File: src/include/barrel_defines.svh
/*
 * Global sizing for the barrel fetch front end: thread count, PC width,
 * read-to-write pipeline distance and per-thread start addresses
 */

`ifndef BARREL_DEFINES_SVH
`define BARREL_DEFINES_SVH

// Hardware threads sharing the fetch slot, at least 3
`define BARREL_THREAD_COUNT 4
`define BARREL_THREAD_WIDTH 2

// Program counter width
`define BARREL_PC_WIDTH 10

// Cycles the read thread runs ahead of the write thread
`define BARREL_STAGE_COUNT 2

// Start address of thread n is BASE + n * STRIDE
`define BARREL_START_BASE 10'h040
`define BARREL_START_STRIDE 10'h080

`endif

File: src/rtl/barrel_pkg.sv
/*
 * Shared types for the barrel fetch front end: PC and thread id vectors,
 * boot sequencer states
 */

`include "barrel_defines.svh"

package barrel_pkg;

    // Instruction address
    typedef logic [`BARREL_PC_WIDTH-1:0] pc_t;

    // Hardware thread number
    typedef logic [`BARREL_THREAD_WIDTH-1:0] thread_t;

    // Boot sequencer, memory fill then normal issue
    typedef enum logic {BOOT_FILL, BOOT_RUN} boot_state_t;

endpackage

File: src/rtl/thread_counter.sv
/*
 * Round-robin thread id counter with a loadable start value
 * and a flag on the last thread id
 */

`timescale 1ns/1ps
`include "barrel_defines.svh"

module thread_counter import barrel_pkg::*; #(
    parameter thread_t start_thread = '0
) (
    input  logic    clock,
    input  logic    rst_n,
    output thread_t thread,
    output logic    last
);

    // Highest thread id before wrapping
    localparam thread_t LAST_THREAD = thread_t'(`BARREL_THREAD_COUNT - 1);

    assign last = (thread == LAST_THREAD);

    // Step once per cycle, wrap to thread 0 after the last one
    always_ff @(posedge clock) begin
        if (!rst_n) begin
            thread <= start_thread;
        end else if (last) begin
            thread <= '0;
        end else begin
            thread <= thread + thread_t'(1);
        end
    end

endmodule

File: src/rtl/pc_ram.sv
/*
 * Simple dual-port PC store, one word per thread
 * One write port, one registered read port
 */

`timescale 1ns/1ps
`include "barrel_defines.svh"

module pc_ram import barrel_pkg::*; (
    input  logic    clock,
    input  logic    write_enable,
    input  thread_t write_thread,
    input  pc_t     write_data,
    input  thread_t read_thread,
    output pc_t     read_data
);

    // One entry per hardware thread
    pc_t mem [`BARREL_THREAD_COUNT];

    always_ff @(posedge clock) begin
        if (write_enable) begin
            mem[write_thread] <= write_data;
        end
    end

    // Registered read, old data on a same-address collision
    always_ff @(posedge clock) begin
        read_data <= mem[read_thread];
    end

endmodule

File: src/rtl/pc_boot_fsm.sv
/*
 * Boot sequencer: one full thread rotation of memory fill after reset,
 * then normal PC issue until the next reset
 */

`timescale 1ns/1ps
`include "barrel_defines.svh"

module pc_boot_fsm import barrel_pkg::*; (
    input  logic clock,
    input  logic rst_n,
    input  logic write_last,
    output logic boot_fill,
    output logic pc_valid
);

    boot_state_t state;
    boot_state_t state_next;

    // ----------------------------------------
    // Next state

    always_comb begin
        state_next = state;
        case (state)
            // Fill ends once the write counter has visited every thread
            BOOT_FILL: if (write_last) state_next = BOOT_RUN;
            // Run is terminal until reset
            BOOT_RUN:  state_next = BOOT_RUN;
            default:   state_next = BOOT_FILL;
        endcase
    end

    always_ff @(posedge clock) begin
        if (!rst_n) begin
            state <= BOOT_FILL;
        end else begin
            state <= state_next;
        end
    end

    // ----------------------------------------
    // Outputs decoded from state

    assign boot_fill = (state == BOOT_FILL);
    assign pc_valid  = (state == BOOT_RUN);

endmodule

File: src/rtl/thread_pc_controller.sv
/*
 * Two-stage per-thread PC datapath: current and previous PC memories,
 * re-issue / jump / sequential selection, write-back of PC plus one,
 * start address fill during boot
 */

`timescale 1ns/1ps
`include "barrel_defines.svh"

module thread_pc_controller import barrel_pkg::*; (
    input  logic    clock,
    input  logic    rst_n,
    input  logic    boot_fill,
    input  thread_t read_thread,
    input  thread_t write_thread,
    input  logic    io_ready,
    input  logic    cancel,
    input  logic    jump,
    input  pc_t     jump_destination,
    output pc_t     pc
);

    // Start address of the thread being written back
    pc_t start_pc;
    // Write-back data for both memories
    pc_t current_write;
    pc_t previous_write;
    // Stored PCs of the thread read last cycle
    pc_t pc_current;
    pc_t pc_previous;
    // Control inputs aligned with the memory read data
    logic io_ready_s1;
    logic cancel_s1;
    logic jump_s1;
    pc_t  jump_destination_s1;
    // Stage 1 selection
    logic reissue;
    pc_t  pc_select;

    // ----------------------------------------
    // Write-back, at the thread now on pc

    assign start_pc = pc_t'(`BARREL_START_BASE)
                    + pc_t'(write_thread) * pc_t'(`BARREL_START_STRIDE);

    // Boot loads both memories with the start address
    assign current_write  = boot_fill ? start_pc : pc + pc_t'(1);
    assign previous_write = boot_fill ? start_pc : pc;

    // ----------------------------------------
    // Stage 0: memory reads and input capture

    pc_ram current_mem (
        .clock        (clock),
        .write_enable (1'b1),
        .write_thread (write_thread),
        .write_data   (current_write),
        .read_thread  (read_thread),
        .read_data    (pc_current)
    );

    pc_ram previous_mem (
        .clock        (clock),
        .write_enable (1'b1),
        .write_thread (write_thread),
        .write_data   (previous_write),
        .read_thread  (read_thread),
        .read_data    (pc_previous)
    );

    // Idle values: ready, no cancel, no jump
    always_ff @(posedge clock) begin
        if (!rst_n) begin
            io_ready_s1 <= 1'b1;
            cancel_s1   <= 1'b0;
            jump_s1     <= 1'b0;
        end else begin
            io_ready_s1 <= io_ready;
            cancel_s1   <= cancel;
            jump_s1     <= jump;
        end
    end

    // Destination is payload only, qualified by jump_s1
    always_ff @(posedge clock) begin
        jump_destination_s1 <= jump_destination;
    end

    // ----------------------------------------
    // Stage 1: PC selection

    // I/O not ready re-issues the last PC, unless it was cancelled
    assign reissue = !io_ready_s1 && !cancel_s1;

    // Re-issue has priority over a jump
    always_comb begin
        if (reissue) begin
            pc_select = pc_previous;
        end else if (jump_s1) begin
            pc_select = jump_destination_s1;
        end else begin
            pc_select = pc_current;
        end
    end

    always_ff @(posedge clock) begin
        if (!rst_n) begin
            pc <= pc_t'(`BARREL_START_BASE);
        end else begin
            pc <= pc_select;
        end
    end

endmodule

File: src/rtl/barrel_fetch_top.sv
/*
 * Barrel fetch front end top level
 * Thread counters, boot sequencer and PC controller
 */

`timescale 1ns/1ps
`include "barrel_defines.svh"

module barrel_fetch_top import barrel_pkg::*; (
    input  logic    clock,
    input  logic    rst_n,
    input  logic    io_ready,
    input  logic    cancel,
    input  logic    jump,
    input  pc_t     jump_destination,
    output pc_t     pc,
    output thread_t pc_thread,
    output logic    pc_valid
);

    thread_t read_thread;
    logic    write_last;
    logic    boot_fill;

    // ----------------------------------------
    // Thread counters

    // Read side leads the output thread by the pipeline depth
    thread_counter #(
        .start_thread (thread_t'(`BARREL_STAGE_COUNT))
    ) read_count (
        .clock  (clock),
        .rst_n  (rst_n),
        .thread (read_thread),
        .last   ()
    );

    // Write side names the thread whose PC is on the output
    thread_counter #(
        .start_thread (thread_t'(0))
    ) write_count (
        .clock  (clock),
        .rst_n  (rst_n),
        .thread (pc_thread),
        .last   (write_last)
    );

    // ----------------------------------------
    // Boot sequencer and datapath

    pc_boot_fsm boot_fsm (
        .clock      (clock),
        .rst_n      (rst_n),
        .write_last (write_last),
        .boot_fill  (boot_fill),
        .pc_valid   (pc_valid)
    );

    thread_pc_controller pc_ctrl (
        .clock            (clock),
        .rst_n            (rst_n),
        .boot_fill        (boot_fill),
        .read_thread      (read_thread),
        .write_thread     (pc_thread),
        .io_ready         (io_ready),
        .cancel           (cancel),
        .jump             (jump),
        .jump_destination (jump_destination),
        .pc               (pc)
    );

endmodule

File: config.mk
export PLATFORM = sky130hd
export DESIGN_NAME = barrel_fetch_top
export DESIGN_NICKNAME = d
export VERILOG_FILES = /design/src/rtl/barrel_pkg.sv /design/src/rtl/thread_counter.sv /design/src/rtl/pc_ram.sv /design/src/rtl/pc_boot_fsm.sv /design/src/rtl/thread_pc_controller.sv /design/src/rtl/barrel_fetch_top.sv
export VERILOG_INCLUDE_DIRS = /design/src /design/src/include
export SDC_FILE = /design/constraint.sdc
export NUM_CORES = 1
export LEC_CHECK = 0
export ABC_AREA = 1
export ABC_CLOCK_PERIOD_IN_PS = 3900
export BUFFER_PORTS_ARGS = -buffer_cell sky130_fd_sc_hd__buf_4
export CAP_MARGIN = 20
export CORE_MARGIN = 2
export CORE_UTILIZATION = 49
export DETAILED_ROUTE_END_ITERATION = 10
export PLACE_DENSITY = 0.77
export SLEW_MARGIN = 20
export SYNTH_ARGS = -nofsm -noshare
export SYNTH_HDL_FRONTEND = slang
export SYNTH_SLANG_ARGS = --single-unit
File: constraint.sdc
create_clock -name clock -period 3.9 [get_ports clock]
set_input_delay 0.39 -clock clock [delete_from_list [all_inputs] [get_ports clock]]
set_output_delay 0.39 -clock clock [all_outputs]
set_load 0.05 [all_outputs]
[After elaboration in Yosys (flattened, before gate mapping)]
Memories as Yosys holds them, arrays and structs flattened. A register that Yosys moved wholly into a read port is not among the register bits.
Index checks and enable logic that the tools add are counted.
Widths: inputs -> output; s select.
Cells by class
  reduce and logical (&&, ||, !) cells: 5
  multiplexer cells: 7
  bitwise operators: 2
  $add $sub $neg: 4
  equal/unequal tests: 2
Operators by type and width (number)
  $mux 10: 4
  $add 10x1->10 const B: 1
  $add 7x9->10 const A: 1
  $add 2x1->2 const B: 2
  $eq 2x2->1 const B: 2
  $reduce_or 2->1: 2
  $logic_not 1->1: 2
  $mux 2: 1
  $not 1->1: 2
  $pmux 1 s2: 1
  $logic_and 1x1->1: 1
  $mux 1: 1
Storage, ports and cells
  memory bits (writable): 80
  memories: 2
  output and inout port bits: 13
  register bits: 28
  bits of input ports: 15
  logic and storage cells: 31
Memory list
  pc_ctrl.current_mem.mem: words 4, width 10, rd ports 1, clocked after Yosys merged registers in 1, wr ports 1, line pc_ram.sv:19  | pc_t mem [`BARREL_THREAD_COUNT];
  pc_ctrl.previous_mem.mem: words 4, width 10, rd ports 1, clocked after Yosys merged registers in 1, wr ports 1, line pc_ram.sv:19

[Logic depth before layout (Yosys ltp)]
Gate-level depths: netlist of the first run.
  depth in word-level cells: 3
  mapped depth: 7
  mapped depth without buffers: 7

[Cells and area by module]
From an unflattened synthesis of the first run, not the netlist that was laid out.
Second synthesis, totals
  cell total of the unflattened synthesis: 513
  area, all modules: 5081.1 um^2
By module, submodules not included
  pc_ram: sequential area each 1401.3 um^2, times used 2, area each 1920.6 um^2, cells each 174
  thread_pc_controller: sequential area each 460.4 um^2, times used 1, area each 1059.8 um^2, cells each 144
  thread_counter (read_count): sequential area each 40.0 um^2, times used 1, area each 73.8 um^2, cells each 8
  thread_counter (write_count): sequential area each 40.0 um^2, times used 1, area each 71.3 um^2, cells each 8
  pc_boot_fsm: sequential area each 20.0 um^2, times used 1, area each 35.0 um^2, cells each 5

[Least setup slack after synthesis of the first run]
OpenSTA, ideal clock, no wires.
  path type: reg2reg
  start: reg write_count.thread[0]
  end: reg write_count.thread[1]
  data arrival time: 1.665 ns
  setup time: 0.116 ns
  clock period less this slack: 1.780 ns
  required time: 3.784 ns
  slack: 2.120 ns
  path buffers: 0
  stages on the path, launching flop included: 4
  cell sequence: dfxtp_1 ha_1 inv_1 and3_1
Between the ends
  longest elaborated chain between the ends: 2
  elaborated cells on any way between the ends: 3
  those cells by class: add/sub: 1; eq/ne: 1; reduce/logical: 1
Ends and longest elaborated chain
  from (decl): line thread_counter.sv:14  | output thread_t thread,
  from (signal assigned): line thread_counter.sv:26  | thread <= start_thread;
  from (signal assigned): line thread_counter.sv:30  | thread <= thread + thread_t'(1);
  $eq 2x2->1: line thread_counter.sv:21  | assign last = (thread == LAST_THREAD);
  $reduce_or 2->1 (no line)
Several ways; a longest one is shown, not always the timed one.
A chain may end at the register's enable or synchronous reset.

==> metrics.cfg, run 1 <==
[synthesis]
synthFlopType = edfxtp_1
synth_edf_count = 80
netlist_area_um2 = 4624
yosys_warnings = 0
synth_top_area_share_pct = 51.95
yosysMostFrequentCell = edfxtp_1
async_reset_ff_share_pct = 0
syn_nets = 398
synth.area.top_cells = edfxtp_1 (52%), dfxtp_1 (21%), o21ai_1 (4.9%)
synth_cells = 377
ys_top_cells_by_count = edfxtp_1 (80), nor2_1 (50), dfxtp_1 (48)
synth-seq-cells = 128
synth_area_per_cell_um2 = 12.27
synth.distinct_cells = 26
yosysTopAreaCell = edfxtp_1
seq_area_frac_synth_pct = 72.73

[sta]
fin_worst_skew_ns = 0.008497
rsz0062_at_grt = no
max_freq_mhz = 490.2
whs_ns = 0.05175
slew_headroom_pct = 40.75
post-route-min-period_ns = 2.040
post-route-period-util_pct = 52.31
worst_slew_pin_slew_ns = 0.8876
setup-violations-final = 0
tns_ns = 0
drv_slew = 0
hold_viol_final = 0

[power_and_ir_drop]
p_total_uw = 3842
peakVddDrop_mv = 0.3081
p_leak_uw = 0.002187
p_per_area_nw_per_um2 = 686.9

[drt]
avgViaCountPerCell = 5.567
num_vias = 3012
final_antenna_net_count = 0
firstDrtPassIters = 5
drc = 0
initialDrtViolationCount = 307
avgRoutedWirePerCell_um = 18.33
drt_wl_total_um = 9916

[grt]
grt-ovfl-total = 0
antenna_found_initial = 0
grt_pass1_vias = 3073
grt_max_degree = 44
grtUsageTotal_pct = 21.02
grt_pass1_wl_um = 15640

[final_layout]
final_core_util_pct = 60.82
syn_to_final_growth_pct = 20.94
register_area_um2 = 3363
drive_above_1_share_pct = 18.37
diodes = 0
multi_input_area_um2 = 1035
layout.nets = 438
fillCellCount = 680

[floorplanning]
die_area_um2 = 10230
core.rowCount = 35
core-area_um2 = 9196
io_pins = 28
die_y_um = 101.1
die_x_um = 101.1
start_util_pct = 50.29

[worst_setup_path]
path_delay_family = flip-flops
path_cells = inv_1, o21ai_1, o22ai_1
worstPathMaxFanout = 22
cp-start-kind = register
path_class = register to register
cp.required_ns = 4.30
critPathMaxStageDelay_ns = 0.89
crit_buf_inv = 1
crit_start = read_count.thread[1]
cp_slowest_cell = dfxtp_1
critPathArrivalTime_ns = 2.44
cp-end-kind = register
reg2reg_from = read_count.thread[1]

[clocking]
clk_pin_slew_ns = 0.06
cts.sink_count = 128
cts_tree = yes
clockBufferDepth = 2
cts_buffers = 17
htree_levels = 4
insertion_delay_ns = 0.52
cts_resized = 0
root_buffer = clkbuf_8

[run]
cap_violations = 0

[min_path]
min_from = cancel
hp-class = input pin to register

[placed_design]
io_buffers = 27
dp.final_hpwl_um = 5357
place.gp.congestion = 0.7532

[run_status]
status = finished clean

## state kept, by name (all words and copies together), names as in the netlist
register                        flops
boot_fsm.pc_valid                   1
pc_ctrl.jump_destination_s1        10
pc_ctrl.io_ready_s1                 1
pc_ctrl.cancel_s1                   1
read_count.thread                   2
write_count.thread                  2
pc_ctrl.previous_mem.mem           40
pc_ctrl.current_mem.read_data      10
pc_ctrl.previous_mem.read_data     10
pc_ctrl.jump_s1                     1
pc_ctrl.pc                         10
pc_ctrl.current_mem.mem            40
## placed cells by master, fill, tap and decap left out, types with 3 or more instances in the layout
cell type	count
inv_2	3
nand3_1	5
a21oi_1	15
bufinv_16	5
edfxtp_1	80
dlygate4sd3_1	10
ha_2	4
nor2_1	50
nand2_1	27
buf_4	28
o22ai_1	20
clkbuf_16	16
dfxtp_1	48
o21ai_1	45
clkinvlp_4	3
inv_1	25
o21ai_0	15
or2_2	10
## area by class of cell
type / count / share of cell area (%)
clock buffer: 18 / 7.651
timing repair buffer: 38 / 5.548
clock inverter: 14 / 3.803
sequential: 128 / 60.13
tap: 111 / 2.483
multi-input combinational: 204 / 18.50
inverter: 28 / 1.879
## tightest hold or removal path: stages
cell     delay (ns)
buf_4          0.08
nand2_1        0.04
inv_1          0.04
## metal layers
metal	global-route usage, %	wire, um	share of wire [%]	up-vias
met5	0	0	0	-
met4	9.148	137	1.4	0
met3	5.797	767	7.7	12
met2	34.74	4971	50	132
met1	26.06	4040	41	1457
li1	-	-	-	1411
## power breakdown
| part | total (uW) | internal (uW) | switching [uW] |
|---|---|---|---|
| clock network | 1700 | 1120 | 579 |
| logic | 436 | 148 | 288 |
| registers | 1710 | 1620 | 86.7 |
## cells by family after synthesis
| kind of cell | Yosys count | share of synthesized area (%) |
|---|---|---|
| AOI/OAI and AO/OA | 98 | 11.34 |
| adders and majority gates | 6 | 1.623 |
| buffers and inverters | 45 | 5.113 |
| DFF | 128 | 72.73 |
| and+or+nand+nor | 100 | 9.199 |
## what timing repair did
| item | 4_1_cts | 5_1_grt |
|---|---|---|
| setup endpoints to repair | 0 | 0 |
| setup buffers | 0 | 0 |
| hold buffers | 10 | 0 |
| hold endpoints to repair | 10 | 0 |
## path summary, 6_finish.rpt
path	end	slack [ns]	cells after the start
max	pc_ctrl.previous_mem.read_data[5]	1.86	3
max reg2reg	pc_ctrl.previous_mem.read_data[5]	1.86	3
min reg2reg	pc_ctrl.pc[6]	0.49	2
min	pc_ctrl.cancel_s1	0.05	3
## per-stage QoR
| step | cell area (um^2) | cells | worst slack [ns] |
|---|---|---|---|
| floorplan | 4624 | 377 | 2.120 |
| global placement | 4842 | 499 | 1.987 |
| detailed placement | 4845 | 499 | 1.885 |
| CTS | 5585 | 541 | 1.888 |
| global route | 5593 | 541 | 1.701 |
| finish | 5593 | 541 | 1.860 |
Power figures use the tool's default switching activity.
==> run 2, diff against run 1 <==
Settings changed: ABC_CLOCK_PERIOD_IN_PS 3900 to 2100.
Clock period 3.9 ns to 2.1 ns, I/O delays scaled along.
==> metrics.cfg, run 2 (synthesis results as in run 1) <==
[run_status]
status = finished clean  ; unchanged

[placed_design]
place.gp.congestion = 0.8338  ; was 0.7532
dp.final_hpwl_um = 6007  ; was 5357 um
dp_cells = 507  ; was 499
place_area_um2 = 4915  ; was 4845 um^2
io_buffers = 27  ; unchanged

[clocking]
clockBufferDepth = 2  ; unchanged
cts_tree = yes  ; unchanged
root_buffer = clkbuf_8  ; unchanged
insertion_delay_ns = 0.52  ; about the same
cts.sink_count = 128  ; unchanged
htree_levels = 4  ; unchanged
clk_pin_slew_ns = 0.06  ; about the same
cts_resized = 0  ; unchanged
cts_setup_buffers = 0  ; unchanged
cts_buffers = 17  ; unchanged

[drt]
num_vias = 3089  ; was 3012
final_antenna_net_count = 0  ; unchanged
firstDrtPassIters = 4  ; was 5
drc = 0  ; unchanged
initialDrtViolationCount = 217  ; was 307
avgViaCountPerCell = 5.586  ; was 5.567
avgRoutedWirePerCell_um = 18.50  ; was 18.33 um
drt_wl_total_um = 10230  ; was 9916 um

[worst_setup_path]
path_cells = buf_4  ; was inv_1, o21ai_1, o22ai_1
cp_slowest_cell = dfxtp_1  ; unchanged
path_delay_family = flip-flops  ; unchanged
path_depth = 1  ; was 3
cp-end-kind = primary output  ; was register
crit_start = boot_fsm.pc_valid  ; was read_count.thread[1]
path_class = register to primary output  ; was register to register
critPathMaxStageDelay_ns = 0.69  ; was 0.89 ns
cp-start-kind = register  ; unchanged
worstPathMaxFanout = 18  ; was 22
reg2reg_from = boot_fsm.pc_valid  ; was read_count.thread[1]
critPathArrivalTime_ns = 1.51  ; was 2.44 ns
cp.required_ns = 1.89  ; was 4.30 ns
r2r_cells = 5  ; was 3
crit_buf_inv = 1  ; unchanged

[sta]
fin_worst_skew_ns = 0.006101  ; was 0.008497 ns
drv_slew = 0  ; unchanged
setup-violations-final = 0  ; unchanged
max_freq_mhz = 580.1
rsz0062_at_grt = no  ; unchanged
tns_ns = 0  ; unchanged
slew_headroom_pct = 50.97  ; was 40.75%
hold_viol_final = 0  ; unchanged
worst_slew_pin_slew_ns = 0.7344  ; was 0.8876 ns
post-route-period-util_pct = 82.09
post-route-min-period_ns = 1.724

[grt]
grt_pass1_vias = 3117  ; was 3073
grtUsageTotal_pct = 21.58  ; was 21.02%
grt-ovfl-total = 0  ; unchanged
antenna_found_initial = 0  ; unchanged
grt_max_degree = 41  ; was 44
grt_pass1_wl_um = 15880  ; was 15640 um

[final_layout]
multi_input_area_um2 = 1025  ; was 1035 um^2
syn_to_final_growth_pct = 23.00  ; was 20.94%
final_cells = 553  ; was 541
drive_above_1_share_pct = 19.00  ; was 18.37%
fillCellCount = 694  ; was 680
final_common_cell = edfxtp_1  ; unchanged
layout.nets = 450  ; was 438
reg_top3 = pc_ctrl.current_mem.mem x40, pc_ctrl.previous_mem.mem x40  ; unchanged
fin_area_um2 = 5688  ; was 5593 um^2
final_cell_mix = edfxtp_1 (80), nor2_1 (50), dfxtp_1 (48)  ; unchanged
diodes = 0  ; unchanged
register_area_um2 = 3363  ; unchanged

[power_and_ir_drop]
peakVddDrop_mv = 0.5776  ; was 0.3081 mV
p_per_area_nw_per_um2 = 1252  ; was 686.9 nW/um^2
p_leak_uw = 0.002257  ; was 0.002187 uW

[floorplanning]
core-area_um2 = 9196  ; unchanged
io_pins = 28  ; unchanged
die_x_um = 101.1  ; unchanged
die_area_um2 = 10230  ; unchanged
start_util_pct = 50.29  ; unchanged
die_y_um = 101.1  ; unchanged
core.rowCount = 35  ; unchanged

[run]
cap_violations = 0  ; unchanged

[min_path]
min_delay_path_depth = 3  ; unchanged
hp-class = input pin to register  ; unchanged
min_from = rst_n  ; was cancel

==> run 2: metal layers <==
layer / up-vias / global-route usage [%] / wire length, um
li1: 1431 / - / -
met1: 1470 / 25.14 / 3962
met2: 166 / 36.78 / 5242
met3: 22 / 6.004 / 777
met4: 0 / 10.71 / 247
met5: - / 0 / 0
==> run 2: area by class of cell <==
type	instances	share of cell area, %
flip-flops and latches	128	59.13
multi-input cells	204	18.02
clock buffers	18	7.523
repair buffers	50	7.435
clock inverters	14	3.608
well taps	111	2.442
inverters	28	1.848
==> run 2: final timing paths <==
check	endpoint	slack, ns
max	pc_valid	0.38
min	pc_ctrl.jump_s1	0.04
max reg2reg	pc_ctrl.current_mem.mem[1][7]	0.51
min reg2reg	pc_ctrl.pc[6]	0.48
==> run 2: timing repair <==
action	in CTS	in global routing
setup endpoints to repair	0	0
hold buffers	14	0
hold endpoints to repair	13	0
==> run 2: where the power goes <==
part / switching, uW / internal (uW)
clock network: 1110 / 1980
registers: 145 / 3010
logic: 567 / 304
==> run 2: per-stage QoR <==
step | utilization [%] | total power [uW] | hold slack, ns | setup slack (ns)
final | 61.85 | 7120 | 0.04442 | 0.3762
after global routing | 61.85 | 7380 | 0.03688 | 0.2786
after CTS | 61.85 | 7175 | 0.001426 | 0.3524
after detailed placement | 53.44 | 4039 | 0.3156 | 0.6044
after global placement | 53.44 | 3993 | 0.3149 | 0.6825
after floorplan | - | 3762 | 0.2377 | 0.3199
==> run 3, diff against run 2 <==
Settings changed: ABC_CLOCK_PERIOD_IN_PS 2100 to 1600.
Clock period 2.1 ns to 1.6 ns, I/O delays scaled along.
==> metrics.cfg, run 3 (synthesis results as in run 1) <==
[grt]
grt_max_degree = 41  ; unchanged
grt_pass1_vias = 3093  ; was 3117
grt_pass1_wl_um = 15670  ; was 15880 um
antenna_found_initial = 0  ; unchanged
grtUsageTotal_pct = 21.19  ; was 21.58%
grt-ovfl-total = 0  ; unchanged

[final_layout]
layout.nets = 456  ; was 450
fillCellCount = 684  ; was 694
syn_to_final_growth_pct = 22.70  ; was 23.00%
reg_top3 = pc_ctrl.current_mem.mem x40, pc_ctrl.previous_mem.mem x40  ; unchanged
final_cells = 559  ; was 553
diodes = 0  ; unchanged
final_cell_mix = edfxtp_1 (80), nor2_1 (50), dfxtp_1 (46)  ; was edfxtp_1 (80), nor2_1 (50), dfxtp_1 (48)
final_common_cell = edfxtp_1  ; unchanged
drive_above_1_share_pct = 20.09  ; was 19.00%

[worst_setup_path]
cp-end-kind = primary output  ; unchanged
path_class = register to primary output  ; unchanged
cp-start-kind = register  ; unchanged
critPathArrivalTime_ns = 1.31  ; was 1.51 ns
cp.required_ns = 1.44  ; was 1.89 ns
reg2reg_slack_ns = 0.20  ; was 0.51 ns
worstPathMaxFanout = 4  ; was 18

[sta]
max_freq_mhz = 680.9
tns_ns = 0  ; unchanged
rsz0062_at_grt = no  ; unchanged
worst_slew_pin_slew_ns = 0.3661  ; was 0.7344 ns
post-route-period-util_pct = 91.79
post-route-min-period_ns = 1.469
hold_viol_final = 0  ; unchanged
setup-violations-final = 0  ; unchanged
fin_worst_skew_ns = 0.008406  ; was 0.006101 ns
drv_slew = 0  ; unchanged
slew_headroom_pct = 75.59  ; was 50.97%

[run]
cap_violations = 0  ; unchanged

[power_and_ir_drop]
p_leak_uw = 0.002248  ; was 0.002257 uW
peakVddDrop_mv = 0.7328  ; was 0.5776 mV
p_total_uw = 8642  ; was 7120 uW
p_per_area_nw_per_um2 = 1523  ; was 1252 nW/um^2

[floorplanning]
core-area_um2 = 9196  ; unchanged
die_x_um = 101.1  ; unchanged
start_util_pct = 50.29  ; unchanged
die_y_um = 101.1  ; unchanged
io_pins = 28  ; unchanged
core.rowCount = 35  ; unchanged
die_area_um2 = 10230  ; unchanged

[run_status]
status = finished clean  ; unchanged

[clocking]
insertion_delay_ns = 0.52  ; about the same
clk_pin_slew_ns = 0.06  ; about the same
htree_levels = 4  ; unchanged
cts_tree = yes  ; unchanged
cts.sink_count = 128  ; unchanged
clockBufferDepth = 2  ; unchanged
root_buffer = clkbuf_8  ; unchanged
cts_buffers = 17  ; unchanged

[min_path]
hp-class = input pin to register  ; unchanged

[drt]
drt_wl_total_um = 9918  ; was 10230 um
avgRoutedWirePerCell_um = 17.74  ; was 18.50 um
drc = 0  ; unchanged
avgViaCountPerCell = 5.318  ; was 5.586
initialDrtViolationCount = 227  ; was 217
num_vias = 2973  ; was 3089
firstDrtPassIters = 4  ; unchanged
final_antenna_net_count = 0  ; unchanged

[placed_design]
dp.final_hpwl_um = 5933  ; was 6007 um
place.gp.congestion = 0.7992  ; was 0.8338
dp_cells = 511  ; was 507
io_buffers = 27  ; unchanged

run 3: cell types whose count changed in the layout (fill, tap and decap cells not counted), sizes merged:
cell / delta
dlygate4sd3: +2
inv: -4
clkbuf: +6
clkinv: +3
buf: +4
bufinv: -4
clkinvlp: -1
run 3: per-layer routing:
| metal | track usage, % | share of wire, % | vias up | wire length, um |
|---|---|---|---|---|
| met4 | 10.19 | 2.2 | 0 | 214 |
| met1 | 27.13 | 42 | 1407 | 4175 |
| li1 | - | - | 1435 | - |
| met2 | 33.83 | 49 | 109 | 4855 |
| met5 | 0 | 0 | - | 0 |
| met3 | 5.590 | 6.8 | 22 | 673 |
run 3: power by group:
group	total [uW]	internal, uW	switching [uW]
sequential	4120	3960	165
combinational	1210	443	768
clock	3310	2040	1270
total	8640	6440	2210
run 3: cell type report:
class	count	area, um^2	share of cell area [%]
clock inverters	8	38.79	0.6836
multi-input cells	204	1035	18.24
flip-flops and latches	128	3366	59.32
inverters	28	105.1	1.852
well taps	111	138.9	2.448
clock buffers	24	480.5	8.467
repair buffers	56	510.5	8.997
run 3: final timing paths:
kind	startpoint	end	cells after the start
setup / recovery	pc_ctrl.pc[5]	pc[5]	2
hold / removal	jump_destination[6]	pc_ctrl.jump_destination_s1[6]	2
setup reg to reg	pc_ctrl.pc[0]	pc_ctrl.current_mem.mem[0][8]	6
hold reg to reg	pc_ctrl.previous_mem.mem[0][2]	pc_ctrl.previous_mem.read_data[2]	2
run 3: repair_timing:
item | in CTS | in global routing
buffers inserted | 0 | 0
hold buffers | 16 | 0
resized for setup | 0 | 0
hold endpoints to repair | 17 | 0
run 3: through the flow:
stage | cell area [um^2] | utilization, % | hold WS [ns] | worst slack (ns)
2_1_floorplan | 4637 | - | 0.1877 | 0.02002
6_report | 5674 | 61.70 | 0.2826 | 0.1314
3_3_place_gp | 4995 | 54.31 | 0.2648 | 0.2938
5_1_grt | 5674 | 61.70 | 0.2864 | 0.06855
3_5_place_dp | 4995 | 54.31 | 0.2656 | 0.2491
4_1_cts | 5674 | 61.70 | 0.2746 | 0.1345
run 3: worst max-delay path, stage by stage, from the launching register on:
cell	delay, ns
dfxtp_1	0.42
buf_4	0.17
buf_4	0.19
